### src/adpcma_pkg.sv
`default_nettype none

package adpcma_pkg;

    localparam int NUM_CH_MAX = 8;  // array depth, ch field is 3 bits

    typedef struct packed {
        logic [2:0] ch;
        logic [1:0] phase;  // 0 fetch, 1 latch, 2 decode
    } slot_t;

    typedef enum logic [2:0] {
        WR_START,
        WR_END,
        WR_LRACL,
        WR_KON,
        WR_KOFF
    } wr_kind_t;

    typedef struct packed {
        logic [2:0]  ch;
        wr_kind_t    kind;
        logic [11:0] value;  // block number or lracl byte
    } chan_wr_t;

    typedef struct packed {
        logic signed [15:0] l;
        logic signed [15:0] r;
    } stereo_t;

    localparam logic [10:0] step_table [49] = '{
        11'd16,   11'd17,   11'd19,   11'd21,   11'd23,   11'd25,   11'd28,
        11'd31,   11'd34,   11'd37,   11'd41,   11'd45,   11'd50,   11'd55,
        11'd60,   11'd66,   11'd73,   11'd80,   11'd88,   11'd97,   11'd107,
        11'd118,  11'd130,  11'd143,  11'd157,  11'd173,  11'd190,  11'd209,
        11'd230,  11'd253,  11'd279,  11'd307,  11'd337,  11'd371,  11'd408,
        11'd449,  11'd494,  11'd544,  11'd598,  11'd658,  11'd724,  11'd796,
        11'd876,  11'd963,  11'd1060, 11'd1166, 11'd1282, 11'd1411, 11'd1552
    };

    localparam logic signed [4:0] index_adj [8] = '{
        -5'sd1, -5'sd1, -5'sd1, -5'sd1, 5'sd2, 5'sd5, 5'sd7, 5'sd9
    };

endpackage

`default_nettype wire

### src/adpcma_slot_timer.sv
`timescale 1ns/1ps
`default_nettype none

module adpcma_slot_timer #(
    parameter int NUM_CH = 6
) (
    input  logic               clk,
    input  logic               rst_n,
    input  logic               cen,
    output adpcma_pkg::slot_t  slot,
    output logic               frame_end
);

    logic last_ch;

    assign last_ch   = slot.ch == 3'(NUM_CH - 1);
    assign frame_end = last_ch && slot.phase == 2'd2;  // last tick of the frame

    always_ff @(posedge clk or negedge rst_n) begin
        if (!rst_n) begin
            slot <= '0;
        end else if (cen) begin
            if (slot.phase == 2'd2) begin
                slot.phase <= 2'd0;
                slot.ch    <= last_ch ? 3'd0 : slot.ch + 3'd1;
            end else begin
                slot.phase <= slot.phase + 2'd1;
            end
        end
    end

endmodule

`default_nettype wire

### src/adpcma_ctrl_fsm.sv
`timescale 1ns/1ps
`default_nettype none

module adpcma_ctrl_fsm #(
    parameter int NUM_CH = 6
) (
    input  logic                  clk,
    input  logic                  rst_n,
    input  logic                  cen,
    input  adpcma_pkg::slot_t     slot,
    input  logic                  up_start,
    input  logic                  up_end,
    input  logic                  up_lracl,
    input  logic [2:0]            up_addr,
    input  logic [2:0]            up_ch_lr,
    input  logic [11:0]           addr_in,
    input  logic [7:0]            lracl_in,
    input  logic                  aon_wr,
    input  logic [7:0]            aon_cmd,
    output adpcma_pkg::chan_wr_t  wr,
    output logic                  wr_valid
);

    typedef enum logic [1:0] {IDLE, WAIT_SLOT, APPLY} state_t;

    state_t                state;
    adpcma_pkg::chan_wr_t  pend_start, pend_end, pend_lr;
    logic                  has_start, has_end, has_lr;
    logic [NUM_CH-1:0]     kon_mask, koff_mask;  // channels still to be keyed
    logic [2:0]            kon_ch, koff_ch, prev_ch;

    // lowest channel still set in a key mask
    function automatic logic [2:0] first_ch(input logic [NUM_CH-1:0] m);
        logic [2:0] r;
        r = '0;
        for (int i = NUM_CH - 1; i >= 0; i--) begin
            if (m[i]) r = 3'(i);
        end
        return r;
    endfunction

    assign kon_ch   = first_ch(kon_mask);
    assign koff_ch  = first_ch(koff_mask);
    assign prev_ch  = (wr.ch == 3'd0) ? 3'(NUM_CH - 1) : wr.ch - 3'd1;
    assign wr_valid = state == APPLY;  // held over the target fetch tick

    always_ff @(posedge clk or negedge rst_n) begin
        if (!rst_n) begin
            state      <= IDLE;
            wr         <= '0;
            pend_start <= '0;
            pend_end   <= '0;
            pend_lr    <= '0;
            has_start  <= 1'b0;
            has_end    <= 1'b0;
            has_lr     <= 1'b0;
            kon_mask   <= '0;
            koff_mask  <= '0;
        end else begin
            case (state)
                IDLE: begin
                    state <= WAIT_SLOT;
                    if (has_start) begin
                        wr        <= pend_start;
                        has_start <= 1'b0;
                    end else if (has_end) begin
                        wr      <= pend_end;
                        has_end <= 1'b0;
                    end else if (has_lr) begin
                        wr     <= pend_lr;
                        has_lr <= 1'b0;
                    end else if (|koff_mask) begin
                        wr <= '{ch: koff_ch, kind: adpcma_pkg::WR_KOFF, value: '0};
                        koff_mask[koff_ch] <= 1'b0;
                    end else if (|kon_mask) begin
                        wr <= '{ch: kon_ch, kind: adpcma_pkg::WR_KON, value: '0};
                        kon_mask[kon_ch] <= 1'b0;
                    end else begin
                        state <= IDLE;
                    end
                end
                WAIT_SLOT: begin
                    // last tick before the target channel's fetch
                    if (cen && slot.phase == 2'd2 && slot.ch == prev_ch) state <= APPLY;
                end
                APPLY: begin
                    if (cen) state <= IDLE;
                end
                default: state <= IDLE;
            endcase

            // host writes replace whatever is still pending
            if (up_start) begin
                pend_start <= '{ch: up_addr, kind: adpcma_pkg::WR_START, value: addr_in};
                has_start  <= 1'b1;
            end
            if (up_end) begin
                pend_end <= '{ch: up_addr, kind: adpcma_pkg::WR_END, value: addr_in};
                has_end  <= 1'b1;
            end
            if (up_lracl) begin
                pend_lr <= '{ch: up_ch_lr, kind: adpcma_pkg::WR_LRACL,
                             value: {4'd0, lracl_in}};
                has_lr  <= 1'b1;
            end
            if (aon_wr) begin
                if (aon_cmd[7]) begin
                    koff_mask <= aon_cmd[NUM_CH-1:0];
                end else begin
                    kon_mask <= aon_cmd[NUM_CH-1:0];
                end
            end
        end
    end

    a_apply_in_fetch: assert property (@(posedge clk) disable iff (!rst_n)
        wr_valid |-> slot.phase == 2'd0 && slot.ch == wr.ch);

endmodule

`default_nettype wire

### src/adpcma_addr_cnt.sv
`timescale 1ns/1ps
`default_nettype none

module adpcma_addr_cnt #(
    parameter int NUM_CH = 6
) (
    input  logic                  clk,
    input  logic                  rst_n,
    input  logic                  cen,
    input  adpcma_pkg::slot_t     slot,
    input  adpcma_pkg::chan_wr_t  wr,
    input  logic                  wr_valid,
    output logic [19:0]           addr,
    output logic [3:0]            bank,
    output logic                  roe_n,
    output logic                  nibble_sel,
    output logic                  chon,
    output logic                  key_rst
);

    logic [11:0] start_blk [adpcma_pkg::NUM_CH_MAX];
    logic [11:0] end_blk   [adpcma_pkg::NUM_CH_MAX];
    logic [19:0] cur       [adpcma_pkg::NUM_CH_MAX];  // byte address
    logic [adpcma_pkg::NUM_CH_MAX-1:0] nib, active;
    logic        kon, koff, fetch_on, last_byte;
    logic [19:0] fetch_addr;

    assign kon        = wr_valid && wr.kind == adpcma_pkg::WR_KON;
    assign koff       = wr_valid && wr.kind == adpcma_pkg::WR_KOFF;
    assign fetch_on   = kon || (active[slot.ch] && !koff);
    assign fetch_addr = kon ? {start_blk[slot.ch], 8'h00} : cur[slot.ch];
    assign last_byte  = cur[slot.ch] == {end_blk[slot.ch], 8'hff};

    always_ff @(posedge clk or negedge rst_n) begin
        if (!rst_n) begin
            for (int i = 0; i < NUM_CH; i++) begin
                active[i] <= 1'b0;
            end
            roe_n   <= 1'b1;
            chon    <= 1'b0;
            key_rst <= 1'b0;
        end else if (cen) begin
            roe_n <= 1'b1;  // enable lasts a single tick
            if (slot.phase == 2'd0) begin
                roe_n   <= !fetch_on;
                chon    <= fetch_on;  // held for latch and decode
                key_rst <= kon;
                if (kon) active[slot.ch] <= 1'b1;
                if (koff) active[slot.ch] <= 1'b0;
            end else if (slot.phase == 2'd1 && chon && nibble_sel && last_byte) begin
                active[slot.ch] <= 1'b0;  // both nibbles of the end byte done
            end
        end
    end

    always_ff @(posedge clk) begin
        if (cen) begin
            if (slot.phase == 2'd0) begin
                addr       <= fetch_addr;
                bank       <= fetch_addr[19:16];
                nibble_sel <= kon ? 1'b0 : nib[slot.ch];
                if (wr_valid && wr.kind == adpcma_pkg::WR_START) start_blk[wr.ch] <= wr.value;
                if (wr_valid && wr.kind == adpcma_pkg::WR_END) end_blk[wr.ch] <= wr.value;
                if (kon) begin
                    cur[slot.ch] <= fetch_addr;
                    nib[slot.ch] <= 1'b0;
                end
            end else if (slot.phase == 2'd1 && chon) begin
                if (nibble_sel) begin
                    nib[slot.ch] <= 1'b0;
                    cur[slot.ch] <= cur[slot.ch] + 20'd1;  // next byte
                end else begin
                    nib[slot.ch] <= 1'b1;
                end
            end
        end
    end

    a_roe_active: assert property (@(posedge clk) disable iff (!rst_n)
        !roe_n |-> slot.phase == 2'd1 && active[slot.ch]);

endmodule

`default_nettype wire

### src/adpcma_decoder.sv
`timescale 1ns/1ps
`default_nettype none

module adpcma_decoder #(
    parameter int NUM_CH = 6
) (
    input  logic               clk,
    input  logic               rst_n,
    input  logic               cen,
    input  adpcma_pkg::slot_t  slot,
    input  logic [3:0]         nibble,
    input  logic               chon,
    input  logic               key_rst,
    output logic signed [11:0] sample,
    output logic               sample_valid
);

    logic signed [11:0] acc [adpcma_pkg::NUM_CH_MAX];
    logic [5:0]         idx [adpcma_pkg::NUM_CH_MAX];
    logic signed [11:0] acc_in, acc_nx;
    logic [5:0]         idx_in, idx_nx;
    logic [10:0]        step;
    logic [14:0]        prod;
    logic [11:0]        diff;
    logic signed [13:0] sum;
    logic signed [7:0]  idx_sum;

    // key-on starts the channel from a cleared state
    assign acc_in = key_rst ? 12'sd0 : acc[slot.ch];
    assign idx_in = key_rst ? 6'd0 : idx[slot.ch];

    always_comb begin
        step    = adpcma_pkg::step_table[idx_in];
        prod    = 15'({nibble[2:0], 1'b1}) * 15'(step);  // (2n+1) * s
        diff    = 12'(prod >> 3);
        sum     = nibble[3] ? acc_in - $signed({2'b00, diff})
                            : acc_in + $signed({2'b00, diff});
        if (sum > 14'sd2047) begin
            acc_nx = 12'sd2047;
        end else if (sum < -14'sd2048) begin
            acc_nx = -12'sd2048;
        end else begin
            acc_nx = sum[11:0];
        end
        idx_sum = $signed({2'b00, idx_in}) + adpcma_pkg::index_adj[nibble[2:0]];
        if (idx_sum < 8'sd0) begin
            idx_nx = 6'd0;
        end else if (idx_sum > 8'sd48) begin
            idx_nx = 6'd48;
        end else begin
            idx_nx = idx_sum[5:0];
        end
    end

    assign sample       = chon ? acc_nx : 12'sd0;  // silent when inactive
    assign sample_valid = cen && slot.phase == 2'd2;

    always_ff @(posedge clk or negedge rst_n) begin
        if (!rst_n) begin
            for (int i = 0; i < NUM_CH; i++) begin
                acc[i] <= '0;
                idx[i] <= '0;
            end
        end else if (sample_valid && chon) begin
            acc[slot.ch] <= acc_nx;
            idx[slot.ch] <= idx_nx;
        end
    end

endmodule

`default_nettype wire

### src/adpcma_gain.sv
`timescale 1ns/1ps
`default_nettype none

module adpcma_gain #(
    parameter int NUM_CH = 6
) (
    input  logic                  clk,
    input  logic                  rst_n,
    input  logic                  cen,
    input  adpcma_pkg::slot_t     slot,
    input  adpcma_pkg::chan_wr_t  wr,
    input  logic                  wr_valid,
    input  logic [5:0]            atl,
    input  logic signed [11:0]    sample,
    input  logic                  sample_valid,
    output adpcma_pkg::stereo_t   contrib,
    output logic                  contrib_valid
);

    logic [4:0]                        level [adpcma_pkg::NUM_CH_MAX];
    logic [adpcma_pkg::NUM_CH_MAX-1:0] en_l, en_r;
    logic [6:0]                        vol_sum;
    logic [5:0]                        vol;
    logic signed [18:0]                scaled;

    always_ff @(posedge clk or negedge rst_n) begin
        if (!rst_n) begin
            for (int i = 0; i < NUM_CH; i++) begin
                level[i] <= '0;
                en_l[i]  <= 1'b0;
                en_r[i]  <= 1'b0;
            end
        end else if (cen && wr_valid && wr.kind == adpcma_pkg::WR_LRACL) begin
            level[wr.ch] <= wr.value[4:0];
            en_l[wr.ch]  <= wr.value[7];
            en_r[wr.ch]  <= wr.value[6];
        end
    end

    // linear stand-in for the attenuation tables
    assign vol_sum = 7'(level[slot.ch]) + 7'(atl);
    assign vol     = (vol_sum > 7'd31) ? 6'(vol_sum - 7'd31) : 6'd0;
    assign scaled  = sample * $signed({1'b0, 7'(vol) + 7'd1});

    assign contrib.l     = en_l[slot.ch] ? scaled[17:2] : 16'sd0;  // >>> 2
    assign contrib.r     = en_r[slot.ch] ? scaled[17:2] : 16'sd0;
    assign contrib_valid = sample_valid;

endmodule

`default_nettype wire

### src/adpcma_mix.sv
`timescale 1ns/1ps
`default_nettype none

module adpcma_mix (
    input  logic                 clk,
    input  logic                 rst_n,
    input  logic                 cen,
    input  logic                 frame_end,
    input  adpcma_pkg::stereo_t  contrib,
    input  logic                 contrib_valid,
    output adpcma_pkg::stereo_t  pcm,
    output logic                 sample_stb
);

    logic signed [18:0] acc_l, acc_r, sum_l, sum_r;

    function automatic logic signed [15:0] sat16(input logic signed [18:0] v);
        if (v > 19'sd32767) return 16'sh7fff;
        if (v < -19'sd32768) return 16'sh8000;
        return v[15:0];
    endfunction

    always_comb begin
        sum_l = acc_l;
        sum_r = acc_r;
        if (contrib_valid) begin
            sum_l = acc_l + 19'(contrib.l);
            sum_r = acc_r + 19'(contrib.r);
        end
    end

    always_ff @(posedge clk or negedge rst_n) begin
        if (!rst_n) begin
            acc_l      <= '0;
            acc_r      <= '0;
            pcm        <= '0;
            sample_stb <= 1'b0;
        end else begin
            sample_stb <= cen && frame_end;
            if (cen) begin
                if (frame_end) begin
                    pcm.l <= sat16(sum_l);  // last channel included
                    pcm.r <= sat16(sum_r);
                    acc_l <= '0;
                    acc_r <= '0;
                end else begin
                    acc_l <= sum_l;
                    acc_r <= sum_r;
                end
            end
        end
    end

endmodule

`default_nettype wire

### src/adpcma_top.sv
`timescale 1ns/1ps
`default_nettype none

module adpcma_top #(
    parameter int NUM_CH = 6
) (
    input  logic                 clk,
    input  logic                 rst_n,
    input  logic                 cen,
    input  logic                 up_start,
    input  logic                 up_end,
    input  logic                 up_lracl,
    input  logic [2:0]           up_addr,
    input  logic [2:0]           up_ch_lr,
    input  logic [11:0]          addr_in,
    input  logic [7:0]           lracl_in,
    input  logic [5:0]           atl,
    input  logic                 aon_wr,
    input  logic [7:0]           aon_cmd,
    input  logic [7:0]           datain,
    output logic [19:0]          addr,
    output logic [3:0]           bank,
    output logic                 roe_n,
    output adpcma_pkg::stereo_t  pcm,
    output logic                 sample_stb
);

    adpcma_pkg::slot_t     slot;
    adpcma_pkg::chan_wr_t  wr;
    adpcma_pkg::stereo_t   contrib;
    logic                  frame_end, wr_valid, nibble_sel, chon, key_rst;
    logic                  sample_valid, contrib_valid;
    logic [3:0]            nibble;
    logic signed [11:0]    sample;

    always_ff @(posedge clk) begin
        if (cen && slot.phase == 2'd1) begin
            nibble <= nibble_sel ? datain[3:0] : datain[7:4];  // high nibble first
        end
    end

    adpcma_slot_timer #(.NUM_CH(NUM_CH)) u_timer (
        .clk(clk), .rst_n(rst_n), .cen(cen), .slot(slot), .frame_end(frame_end)
    );

    adpcma_ctrl_fsm #(.NUM_CH(NUM_CH)) u_ctrl (
        .clk(clk), .rst_n(rst_n), .cen(cen), .slot(slot),
        .up_start(up_start), .up_end(up_end), .up_lracl(up_lracl),
        .up_addr(up_addr), .up_ch_lr(up_ch_lr), .addr_in(addr_in),
        .lracl_in(lracl_in), .aon_wr(aon_wr), .aon_cmd(aon_cmd),
        .wr(wr), .wr_valid(wr_valid)
    );

    adpcma_addr_cnt #(.NUM_CH(NUM_CH)) u_addr (
        .clk(clk), .rst_n(rst_n), .cen(cen), .slot(slot), .wr(wr), .wr_valid(wr_valid),
        .addr(addr), .bank(bank), .roe_n(roe_n), .nibble_sel(nibble_sel),
        .chon(chon), .key_rst(key_rst)
    );

    adpcma_decoder #(.NUM_CH(NUM_CH)) u_dec (
        .clk(clk), .rst_n(rst_n), .cen(cen), .slot(slot), .nibble(nibble),
        .chon(chon), .key_rst(key_rst), .sample(sample), .sample_valid(sample_valid)
    );

    adpcma_gain #(.NUM_CH(NUM_CH)) u_gain (
        .clk(clk), .rst_n(rst_n), .cen(cen), .slot(slot), .wr(wr), .wr_valid(wr_valid),
        .atl(atl), .sample(sample), .sample_valid(sample_valid),
        .contrib(contrib), .contrib_valid(contrib_valid)
    );

    adpcma_mix u_mix (
        .clk(clk), .rst_n(rst_n), .cen(cen), .frame_end(frame_end),
        .contrib(contrib), .contrib_valid(contrib_valid),
        .pcm(pcm), .sample_stb(sample_stb)
    );

endmodule

`default_nettype wire

### config.mk
export PLATFORM = sky130hd
export DESIGN_NAME = adpcma_top
export DESIGN_NICKNAME = d
export VERILOG_FILES = /design/src/adpcma_pkg.sv /design/src/adpcma_slot_timer.sv /design/src/adpcma_ctrl_fsm.sv /design/src/adpcma_addr_cnt.sv /design/src/adpcma_decoder.sv /design/src/adpcma_gain.sv /design/src/adpcma_mix.sv /design/src/adpcma_top.sv
export SDC_FILE = /design/constraint.sdc
export NUM_CORES = 1
export LEC_CHECK = 0
export ABC_AREA = 1
export ABC_CLOCK_PERIOD_IN_PS = 18300
export BUFFER_PORTS_ARGS = -buffer_cell sky130_fd_sc_hd__buf_2
export CAP_MARGIN = 20
export CORE_UTILIZATION = 50
export DETAILED_ROUTE_END_ITERATION = 10
export PLACE_DENSITY = 0.63
export SLEW_MARGIN = 30
export SYNTH_ARGS = -nofsm -noshare
export SYNTH_HDL_FRONTEND = slang
export SYNTH_HIERARCHICAL = 1
export SYNTH_SLANG_ARGS = --single-unit
### constraint.sdc
create_clock -name clk -period 18.3 [get_ports clk]
set_input_delay 1.83 -clock clk [delete_from_list [all_inputs] [get_ports clk]]
set_output_delay 1.83 -clock clk [all_outputs]
set_load 0.02 [all_outputs]
**Word level (Yosys, flattened, before mapping)**

Memory sizes are Yosys's and may differ from the RTL's.
Cells that the tools add are included.

- Output and inout bits: 58
- Memories kept: 5
- Latch bits: 0
- Input port bits: 55
- Word-level logic and storage cells: 345
- Memory bits (read-only): 744
- Register bits after elaboration: 402
- Memory bits (writable): 352

Memory list:

| memory | words | width | read ports | clocked after Yosys merged registers in | wr ports | line | text |
|---|---|---|---|---|---|---|---|
| (name not given) | 64 | 11 | 1 | 0 | 0 | adpcma_decoder.sv:33 | `step = adpcma_pkg::step_table[idx_in];` |
| u_addr.cur | 8 | 20 | 1 | 0 | 1 | adpcma_addr_cnt.sv:23 | `logic [19:0] cur [adpcma_pkg::NUM_CH_MAX];` |
| u_addr.end_blk | 8 | 12 | 1 | 0 | 1 | adpcma_addr_cnt.sv:22 | `logic [11:0] end_blk [adpcma_pkg::NUM_CH_MAX];` |
| u_addr.start_blk | 8 | 12 | 1 | 0 | 1 | adpcma_addr_cnt.sv:21 | `logic [11:0] start_blk [adpcma_pkg::NUM_CH_MAX];` |
| (name not given) | 8 | 5 | 1 | 0 | 0 | adpcma_decoder.sv:45 | `idx_sum = $signed({2'b00, idx_in}) + adpcma_pkg::index_adj[nibble[2:0]];` |

- Equality and inequality tests: 17
- Add/sub/neg operators: 12
- Multiplexer cells: 160
- Multipliers: 2
- Div/mod/pow operators: 0
- Reduce and logical (&&, ||, !) cells: 49
- Shift operators: 0
- Bitwise operators: 15
- Magnitude comparators: 23

Operators with widths:

| kind | count |
|---|---|
| $mux 16 | 10 |
| $mux 6 | 22 |
| $bwmux 96 | 1 |
| $mux 18 | 5 |
| $mux 12 | 7 |
| $mux 8 | 10 |
| $mux 19 | 4 |
| $mux 1 | 50 |
| $bwmux 48 | 1 |
| $mux 3 | 14 |
| $bwmux 40 | 1 |
| $mux 20 | 2 |
| $add 19x16->19 | 2 |
| $gt 19x16->1 const B | 2 |
| $lt 19x16->1 const B | 2 |
| $bmux 12 s3 | 1 |
| $demux 12 s3 | 1 |
| $mux 5 | 5 |
| $and 8x8->8 | 3 |
| $logic_and 1x1->1 | 22 |
| $mux 11 | 2 |
| $add 20x1->20 const B | 1 |
| $eq 20x20->1 | 1 |
| $bmux 6 s3 | 1 |
| other kinds (55) | 108 |

**Depth between registers and ports, before layout**

Gate-level depths: netlist of run 1.

- Depth after elaboration: 29
- Gate-level depth with buffers: 91

**Cells and area by module**

The synthesis of run 1 kept the hierarchy.

Modules (own cells, without submodules):

| module | area an instance (um^2) | cells each | times used |
|---|---|---|---|
| adpcma_addr_cnt | 17570.6 | 1749 | 1 |
| adpcma_decoder | 10151.0 | 1314 | 1 |
| adpcma_gain | 6143.4 | 787 | 1 |
| adpcma_mix | 5381.4 | 777 | 1 |
| adpcma_ctrl_fsm | 3677.3 | 436 | 1 |
| adpcma_slot_timer | 227.7 | 26 | 1 |
| adpcma_top | 176.4 | 19 | 1 |

**Worst setup path after synthesis of run 1**

Ideal clock, no wire load.

- Kind: register to register
- Start: reg, netlist name u_timer/slot[3]
- End: reg, netlist name u_mix/pcm[20]
- Setup slack: 5443 ps
- Library setup time: 121 ps
- Cell stages (with the launch flop): 76
- Arrival: 12736 ps
- Path buffers: 3
- Data required time: 18179 ps
- Cells stage by stage: dfrtp_1 buf_4 inv_2 nor2_2 nand3_1 nand4_1 nand2_2 ha_1 or2_2 nand2_1 nor3_1 o31ai_1 nor2_1 fa_1 inv_1 fa_1 inv_1 ha_1 [... 40 more ...] nand2_1 a21oi_1 xor2_1 nor2_1 ha_1 nand2_2 nor2_2 and3_1 nand2_1 nand2_1 nand2_1 nand3_1 nand2_1 nor2_2 nand2_2 a21oi_4 buf_6 a21oi_2

==> summary.txt, run 1 <==
STA
  – Fin crit share: 0.879
  – Final setup violating endpoints: 0
  – Number of max-slew violations in the final report: 0
  – Worst clock skew on the final layout: 0.0571 ns
  – Achievable frequency: 62.2 MHz
  – Measured slew at the worst slew-check pin: ~1.1 ns
  – Shortest period the worst path allows: 16.08 ns
  – Summed negative setup slack over all endpoints: 0 ns
  – Setup repair after global routing missed its margin: no
  – Normalized max-slew margin: 0.292
  – Final Hold Viols: 0

Floorplanning
  – Die height: 296 um
  – Effective utilization at floorplan: 0.506
  – Core area: 0.0855 sq mm
  – Horizontal die dimension: about 300 um
  – Cell Rows: 107
  – Area of the die: 0.0878 sq mm
  – Boundary pin count: roughly 110

Critical path
  – CP Data Arrival Time: 16.60 ns
  – Classification of the worst setup path: flip-flop to flip-flop
  – Data required time of the worst path: around 19 ns
  – Buffers and inverters on the worst path: 10
  – Type of element launching the critical path: flip-flop
  – Kind of cell with the highest combined delay on the critical path: adder cells
  – Cell with the largest stage delay on the worst path: dfrtp_4
  – Most Frequent Cell on Critical Path: nand2_1
  – Maximum fanout count along the critical path: 50
  – Critical path's largest stage delay: 0.71 ns
  – Crit end category: flip-flop

Synth
  – Dominant combinational cell family by area after synthesis: simple AND/OR/NAND/NOR gates
  – Synthesized netlist cell count: 5108
  – Fraction of synthesized area in multiplexers: 0.00156
  – Basic-gate share of the synthesized area counting and, or, nand and nor cells: 0.243
  – Most common cell in the synthesized netlist: nand2_1
  – Synthesized net count: 5374
  – Synthesized-area fraction occupied by xor and xnor cells: 0.0171
  – Commonest cells in the netlist: nand2_1 (1556), inv_1 (771), edfxtp_1 (437)
  – Post-synthesis adder-cell area fraction: 0.0753
  – Area of the mapped netlist: 0.0433 sq mm
  – Async set or reset register ratio after synthesis: 0.417
  – Share of the yosys chip area belonging to registers: 0.484
  – Synthesis-stage register bit count: 750
  – Complex-gate fraction of the synthesized area: 0.0870
  – Count of flip-flops with a built-in enable after synthesis: 437
  – Count of cell types in the netlist: 75
  – Syn Area/Cell: 8.48 sq um
  – Area share of the leading cell type in the synthesized netlist: 0.303
  – Area leader, netlist: edfxtp_1
  – Main synth FF type: edfxtp_1
  – Cell types occupying the most area after synthesis: edfxtp_1 (30%), dfrtp_1 (18%), nand2_1 (13%), inv_1 (6.7%), fa_1 (3.8%)
  – Total number of yosys warnings: 6

Drt
  – Routed wire length: ~120000 um
  – Post-route antenna net violation count: 0
  – Starting DRC count in detailed routing: approximately 2.6k
  – DRC Markers: 0
  – Detailed-route vias per instance: 5.27
  – Drt first pass iters: 6
  – Via count of the routed design: 33.8k
  – Post-DR wirelength/cell: 18.0 um

Run status
  – Status: completed

Run
  – Max Cap Violations: 0

Clock network
  – Clock Pin Slew Worst Setup and Hold Paths: 0.06 ns
  – Clock H-tree levels: 3
  – Maximum clock insertion buffer count: 3
  – Clock net sink count: 750
  – Post-CTS Hold Fix Bufs: 0
  – Clock root buffer master: clkbuf_16
  – Post-CTS Setup Bufs: 0
  – Source-to-sink clock delay at the later pin of the worst-skew pair: roughly 0.66 ns
  – Quantity of gates resized following cts: 0
  – CTS buffer count: 84
  – CTS tree: built

GRT
  – Vias in the first global route: 32.3k
  – Number of antenna violations at the first check in global routing: 2
  – Gr usage total: 0.268
  – Maximum number of pins on one net before global-route repair: 82
  – Grt ovf: 0
  – Global-route wire length before repair: 182000 um

Cells and area
  – Count of placed standard cells in the final layout, fillers left out: 6418
  – Number of nets in the final layout: 5468
  – Fraction of layout instances using a drive strength above 1: 0.106
  – Area delta synth->final: 10.2%
  – Final standard cell utilization of the core: 0.558

Placement
  – Placed wire-length estimate: 78600 um
  – Placer Congestion: 0.917
  – Number of I/O port buffers: 111
  – Placed cell count: ~6.3k

Min path
  – Min-Delay Path Class: flip-flop to flip-flop
[worst paths after layout]
kind | startpoint | to | slack, ns | cells past startpoint
max | u_timer/slot[2]$_DFFE_PN0P_ | u_mix/pcm[18]$_DFFE_PN0P_ | 2.22 | 73
min | u_ctrl/pend_end[12]$_DFFE_PN0P_ | u_ctrl/pend_end[12]$_DFFE_PN0P_ | 0.47 | 1
max reg2reg | u_timer/slot[2]$_DFFE_PN0P_ | u_mix/pcm[18]$_DFFE_PN0P_ | 2.22 | 73
min reg2reg | u_ctrl/pend_end[12]$_DFFE_PN0P_ | u_ctrl/pend_end[12]$_DFFE_PN0P_ | 0.47 | 1
max in group asynchronous | rst_n | u_ctrl/wr[2]$_DFFE_PN0P_ | 15.13 | 3
min in group asynchronous | rst_n | u_ctrl/kon_mask[1]$_DFF_PN0_ | 1.12 | 1
[cell families after synthesis]
kind of cell | Yosys count
mux | 6
fa+ha+maj | 211
simple gates | 2468
flops | 750
buf+inv | 968
xor+xnor | 83
compound gates | 622
[sequential cells by signal, indices dropped and copies added (netlist names), 20 cells and up, named ones only]
name,count
u_gain/level,40
u_addr/addr,20
u_dec/idx,48
u_addr/cur,160
u_dec/acc,96
u_mix/pcm,32
u_addr/start_blk,96
u_addr/end_blk,96
[per-stage QoR]
step	hold WS (ns)	setup WS, ns	instance area [sq um]
4_1_cts	0.468	2.26	47700
3_3_place_gp	0.453	2.40	44900
2_1_floorplan	0.440	5.44	43300
3_5_place_dp	0.454	2.27	44900
5_1_grt	0.494	0.916	47700
6_report	0.468	2.22	47800
[routing by layer]
| metal | global-route usage | vias to the layer above | part of all wire |
|---|---|---|---|
| met1 | 0.372 | 16200 | 0.45 |
| met4 | 0.0879 | 2 | 0.027 |
| met3 | 0.0322 | 160 | 0.055 |
| met2 | 0.436 | 930 | 0.47 |
| li1 | - | 16600 | - |
| met5 | 0 | - | 0.00011 |
[layout make-up]
| cell class | instances | area [sq um] |
|---|---|---|
| Antenna cell | 1 | 2.50 |
| Clock buffer | 104 | 2260 |
| Clock inverter | 53 | 554 |
| Fill cell | 7839 | 37800 |
| Inverter | 800 | 3010 |
| Multi-Input combinational cell | 3390 | 18500 |
| Sequential cell | 750 | 21000 |
| Tap cell | 1144 | 1430 |
| Timing Repair Buffer | 176 | 1080 |
[cells in the final DEF (no fill, tap or decap), types with 19 or more instances in the layout]
cell type	n
nand2_1	1556
inv_1	770
edfxtp_1	437
nor2_1	383
dfrtp_1	308
nand3_1	286
o21ai_0	224
a21oi_1	153
ha_1	128
buf_2	110
clkbuf_16	84
fa_1	83
buf_4	63
xor2_1	58
nor2_2	56
nand2_2	45
o21ai_1	35
a22oi_1	26
a221oi_1	26
a22o_1	26
clkinv_2	24
nand3_2	24
inv_2	23
nand4_1	23
xnor2_1	23
o22ai_1	21
nand2_4	19
Power of run 1 is left out: the tool's default activity adds up to more than one toggle a clock period on the data nets, which glitch-free logic cannot reach.
==> run 2, diff against run 1 <==
--- a/config.mk
+++ b/config.mk
@@ -10,4 +10,5 @@
 export BUFFER_PORTS_ARGS = -buffer_cell sky130_fd_sc_hd__buf_2
 export CAP_MARGIN = 20
+export CORE_ASPECT_RATIO = 2
 export CORE_UTILIZATION = 50
 export DETAILED_ROUTE_END_ITERATION = 10
==> constraint.sdc (replaced) <==
create_clock -name clk -period 18.3 [get_ports clk]
set_input_delay 1.83 -clock clk [delete_from_list [all_inputs] [get_ports clk]]
set_output_delay 1.83 -clock clk [all_outputs]
set_load 0.05 [all_outputs]
==> run 2 against run 1 <==
- sequential cell count did not move
- die area barely moved
- clock skew fell by 0.025 ns
- final cell count fell by 0.41%
- global-route usage rose by 1.2 points
- core utilization fell by 0.69 points
- design area fell by 0.99%
- setup slack got worse by 0.40 ns
- sequential share of layout area rose by 0.43 points
- routed wire length rose by 4.7%
- clock-buffer cell count fell by 8
- first-iteration DRC count fell by 22%
- largest cell class unchanged
==> summary.txt, run 2 (same netlist as run 1, synthesis figures left out) <==
Cells and area
  – Largest register FFs: 160
  – Number of nets in the final layout: between 5k and 6k
  – Leading cell types in the layout, fill and taps excluded: nand2_1 (1556), inv_1 (771), edfxtp_1 (437)
  – Area delta synth->final: 9.12%
  – Top register by number of flip-flops: u_addr/cur
  – Commonest non-fill, non-tap cell in the layout: nand2_1
  – Fraction of layout instances using a drive strength above 1: 0.0999

GRT
  – Grt peak-use layer: met2
  – Met2 track utilization from global routing: 0.544
  – Vias in the first global route: 34.0k
  – Met1 track demand over resource in global routing: 0.277
  – Number of antenna violations at the first check in global routing: 4
  – Met3 Use GR: 0.0316
  – Gr usage total: 0.279
  – Grt ovf: 0
  – Maximum number of pins on one net before global-route repair: 107
  – Global-route wire length before repair: 186000 um

Critical path
  – Classification of the worst setup path: flip-flop to flip-flop
  – Critical path's largest stage delay: roughly 0.74 ns
  – Data required time of the worst path: roughly 19 ns
  – R2R setup slack: 1.82 ns
  – Most Frequent Cell on Critical Path: nand2_1
  – Crit end category: flip-flop
  – Cell with the largest stage delay on the worst path: dfrtp_4
  – Type of element launching the critical path: flip-flop
  – Maximum fanout count along the critical path: 57
  – CP Data Arrival Time: 17.00 ns

Clock network
  – Clock H-tree levels: 3
  – Clock Pin Slew Worst Setup and Hold Paths: 0.07 ns
  – Post-CTS Hold Fix Bufs: 0
  – Post-CTS Setup Bufs: 0
  – Clock root buffer master: clkbuf_16
  – Quantity of gates resized following cts: 0
  – Clock net sink count: 750
  – Maximum clock insertion buffer count: 3
  – Source-to-sink clock delay at the later pin of the worst-skew pair: 0.67 ns
  – CTS buffer count: 69
  – CTS tree: built

Run status
  – Status: completed

STA
  – Worst clock skew on the final layout: 0.0319 ns
  – Summed negative setup slack over all endpoints: 0 ns
  – Measured slew at the worst slew-check pin: 0.981 ns
  – Final Hold Viols: 0
  – Final setup violating endpoints: 0
  – Achievable frequency: 60.7 MHz
  – Normalized max-slew margin: 0.346
  – Fin crit share: 0.901
  – Setup repair after global routing missed its margin: no
  – Number of max-slew violations in the final report: 0
  – Slack of the critical path: ~1.8 ns
  – Shortest period the worst path allows: ~16 ns

Floorplanning
  – Area of the die: 0.0879 sq mm
  – Core area: 0.0858 sq mm
  – Die height: 418 um
  – Horizontal die dimension: 210 um
  – Effective utilization at floorplan: 0.505
  – Boundary pin count: 113
  – Cell Rows: around 150

Run
  – Max Cap Violations: 0

Drt
  – Routed wire length: 121000 um
  – DRC Markers: 0
  – Detailed-route vias per instance: ~5.3
  – Starting DRC count in detailed routing: 2044
  – Post-DR wirelength/cell: 18.9 um
  – Drt first pass iters: 6
  – Via count of the routed design: around 34k
  – Post-route antenna net violation count: 0

Placement
  – Number of I/O port buffers: between 100 and 150
  – Placer Congestion: around 0.95
  – Placed wire-length estimate: 87700 um
  – Pre-CTS setup slack: 2.00 ns

Min path
  – Min-Delay Path Class: flip-flop to flip-flop
run 2: final timing paths:
kind | startpoint | depth (start not counted) | to
setup reg to reg | u_timer/slot[2]$_DFFE_PN0P_ | 70 | u_mix/pcm[17]$_DFFE_PN0P_
min in group asynchronous | rst_n | 1 | u_ctrl/kon_mask[4]$_DFF_PN0_
hold reg to reg | u_ctrl/pend_end[12]$_DFFE_PN0P_ | 1 | u_ctrl/pend_end[12]$_DFFE_PN0P_
setup / recovery | u_timer/slot[2]$_DFFE_PN0P_ | 70 | u_mix/pcm[17]$_DFFE_PN0P_
max in group asynchronous | rst_n | 3 | u_timer/slot[2]$_DFFE_PN0P_
hold / removal | u_ctrl/pend_end[12]$_DFFE_PN0P_ | 1 | u_ctrl/pend_end[12]$_DFFE_PN0P_
run 2: stage by stage:
step           utilization  cells  instance area (sq um)  hold slack, ns
2_1_floorplan            -   5108                  43300           0.440
3_3_place_gp         0.523   6264                  44900           0.454
3_5_place_dp         0.523   6264                  44900           0.455
4_1_cts              0.551   6390                  47300           0.470
5_1_grt              0.551   6390                  47300           0.486
6_report             0.551   6392                  47300           0.469
run 2: layout make-up:
cell class                 instances  area (sq um)
multi-input combinational       3390         18500
inverter                         800          3010
sequential                       750         21000
clock inverter                    30           449
fill                            7863         38500
timing repair buffer             169          1000
clock buffer                      96          1940
antenna                            2          5.00
tap                             1155          1450
run 2: worst max-delay path, delay by kind of cell, from the launching register on:
family / cells / cell delay [ns]
simple gates: 29 / 4.74
compound gates: 17 / 4.02
flops: 1 / 0.74
fa+ha+maj: 10 / 4.35
buf+inv: 11 / 1.71
xor+xnor: 3 / 0.63
run 2: layer usage:
layer / up-vias / wire, um
li1: 16500 / -
met5: - / 34
met2: 863 / 65900
met3: 340 / 4390
met4: 6 / 7940
met1: 16200 / 42600
Power of run 2 is left out for the same reason.
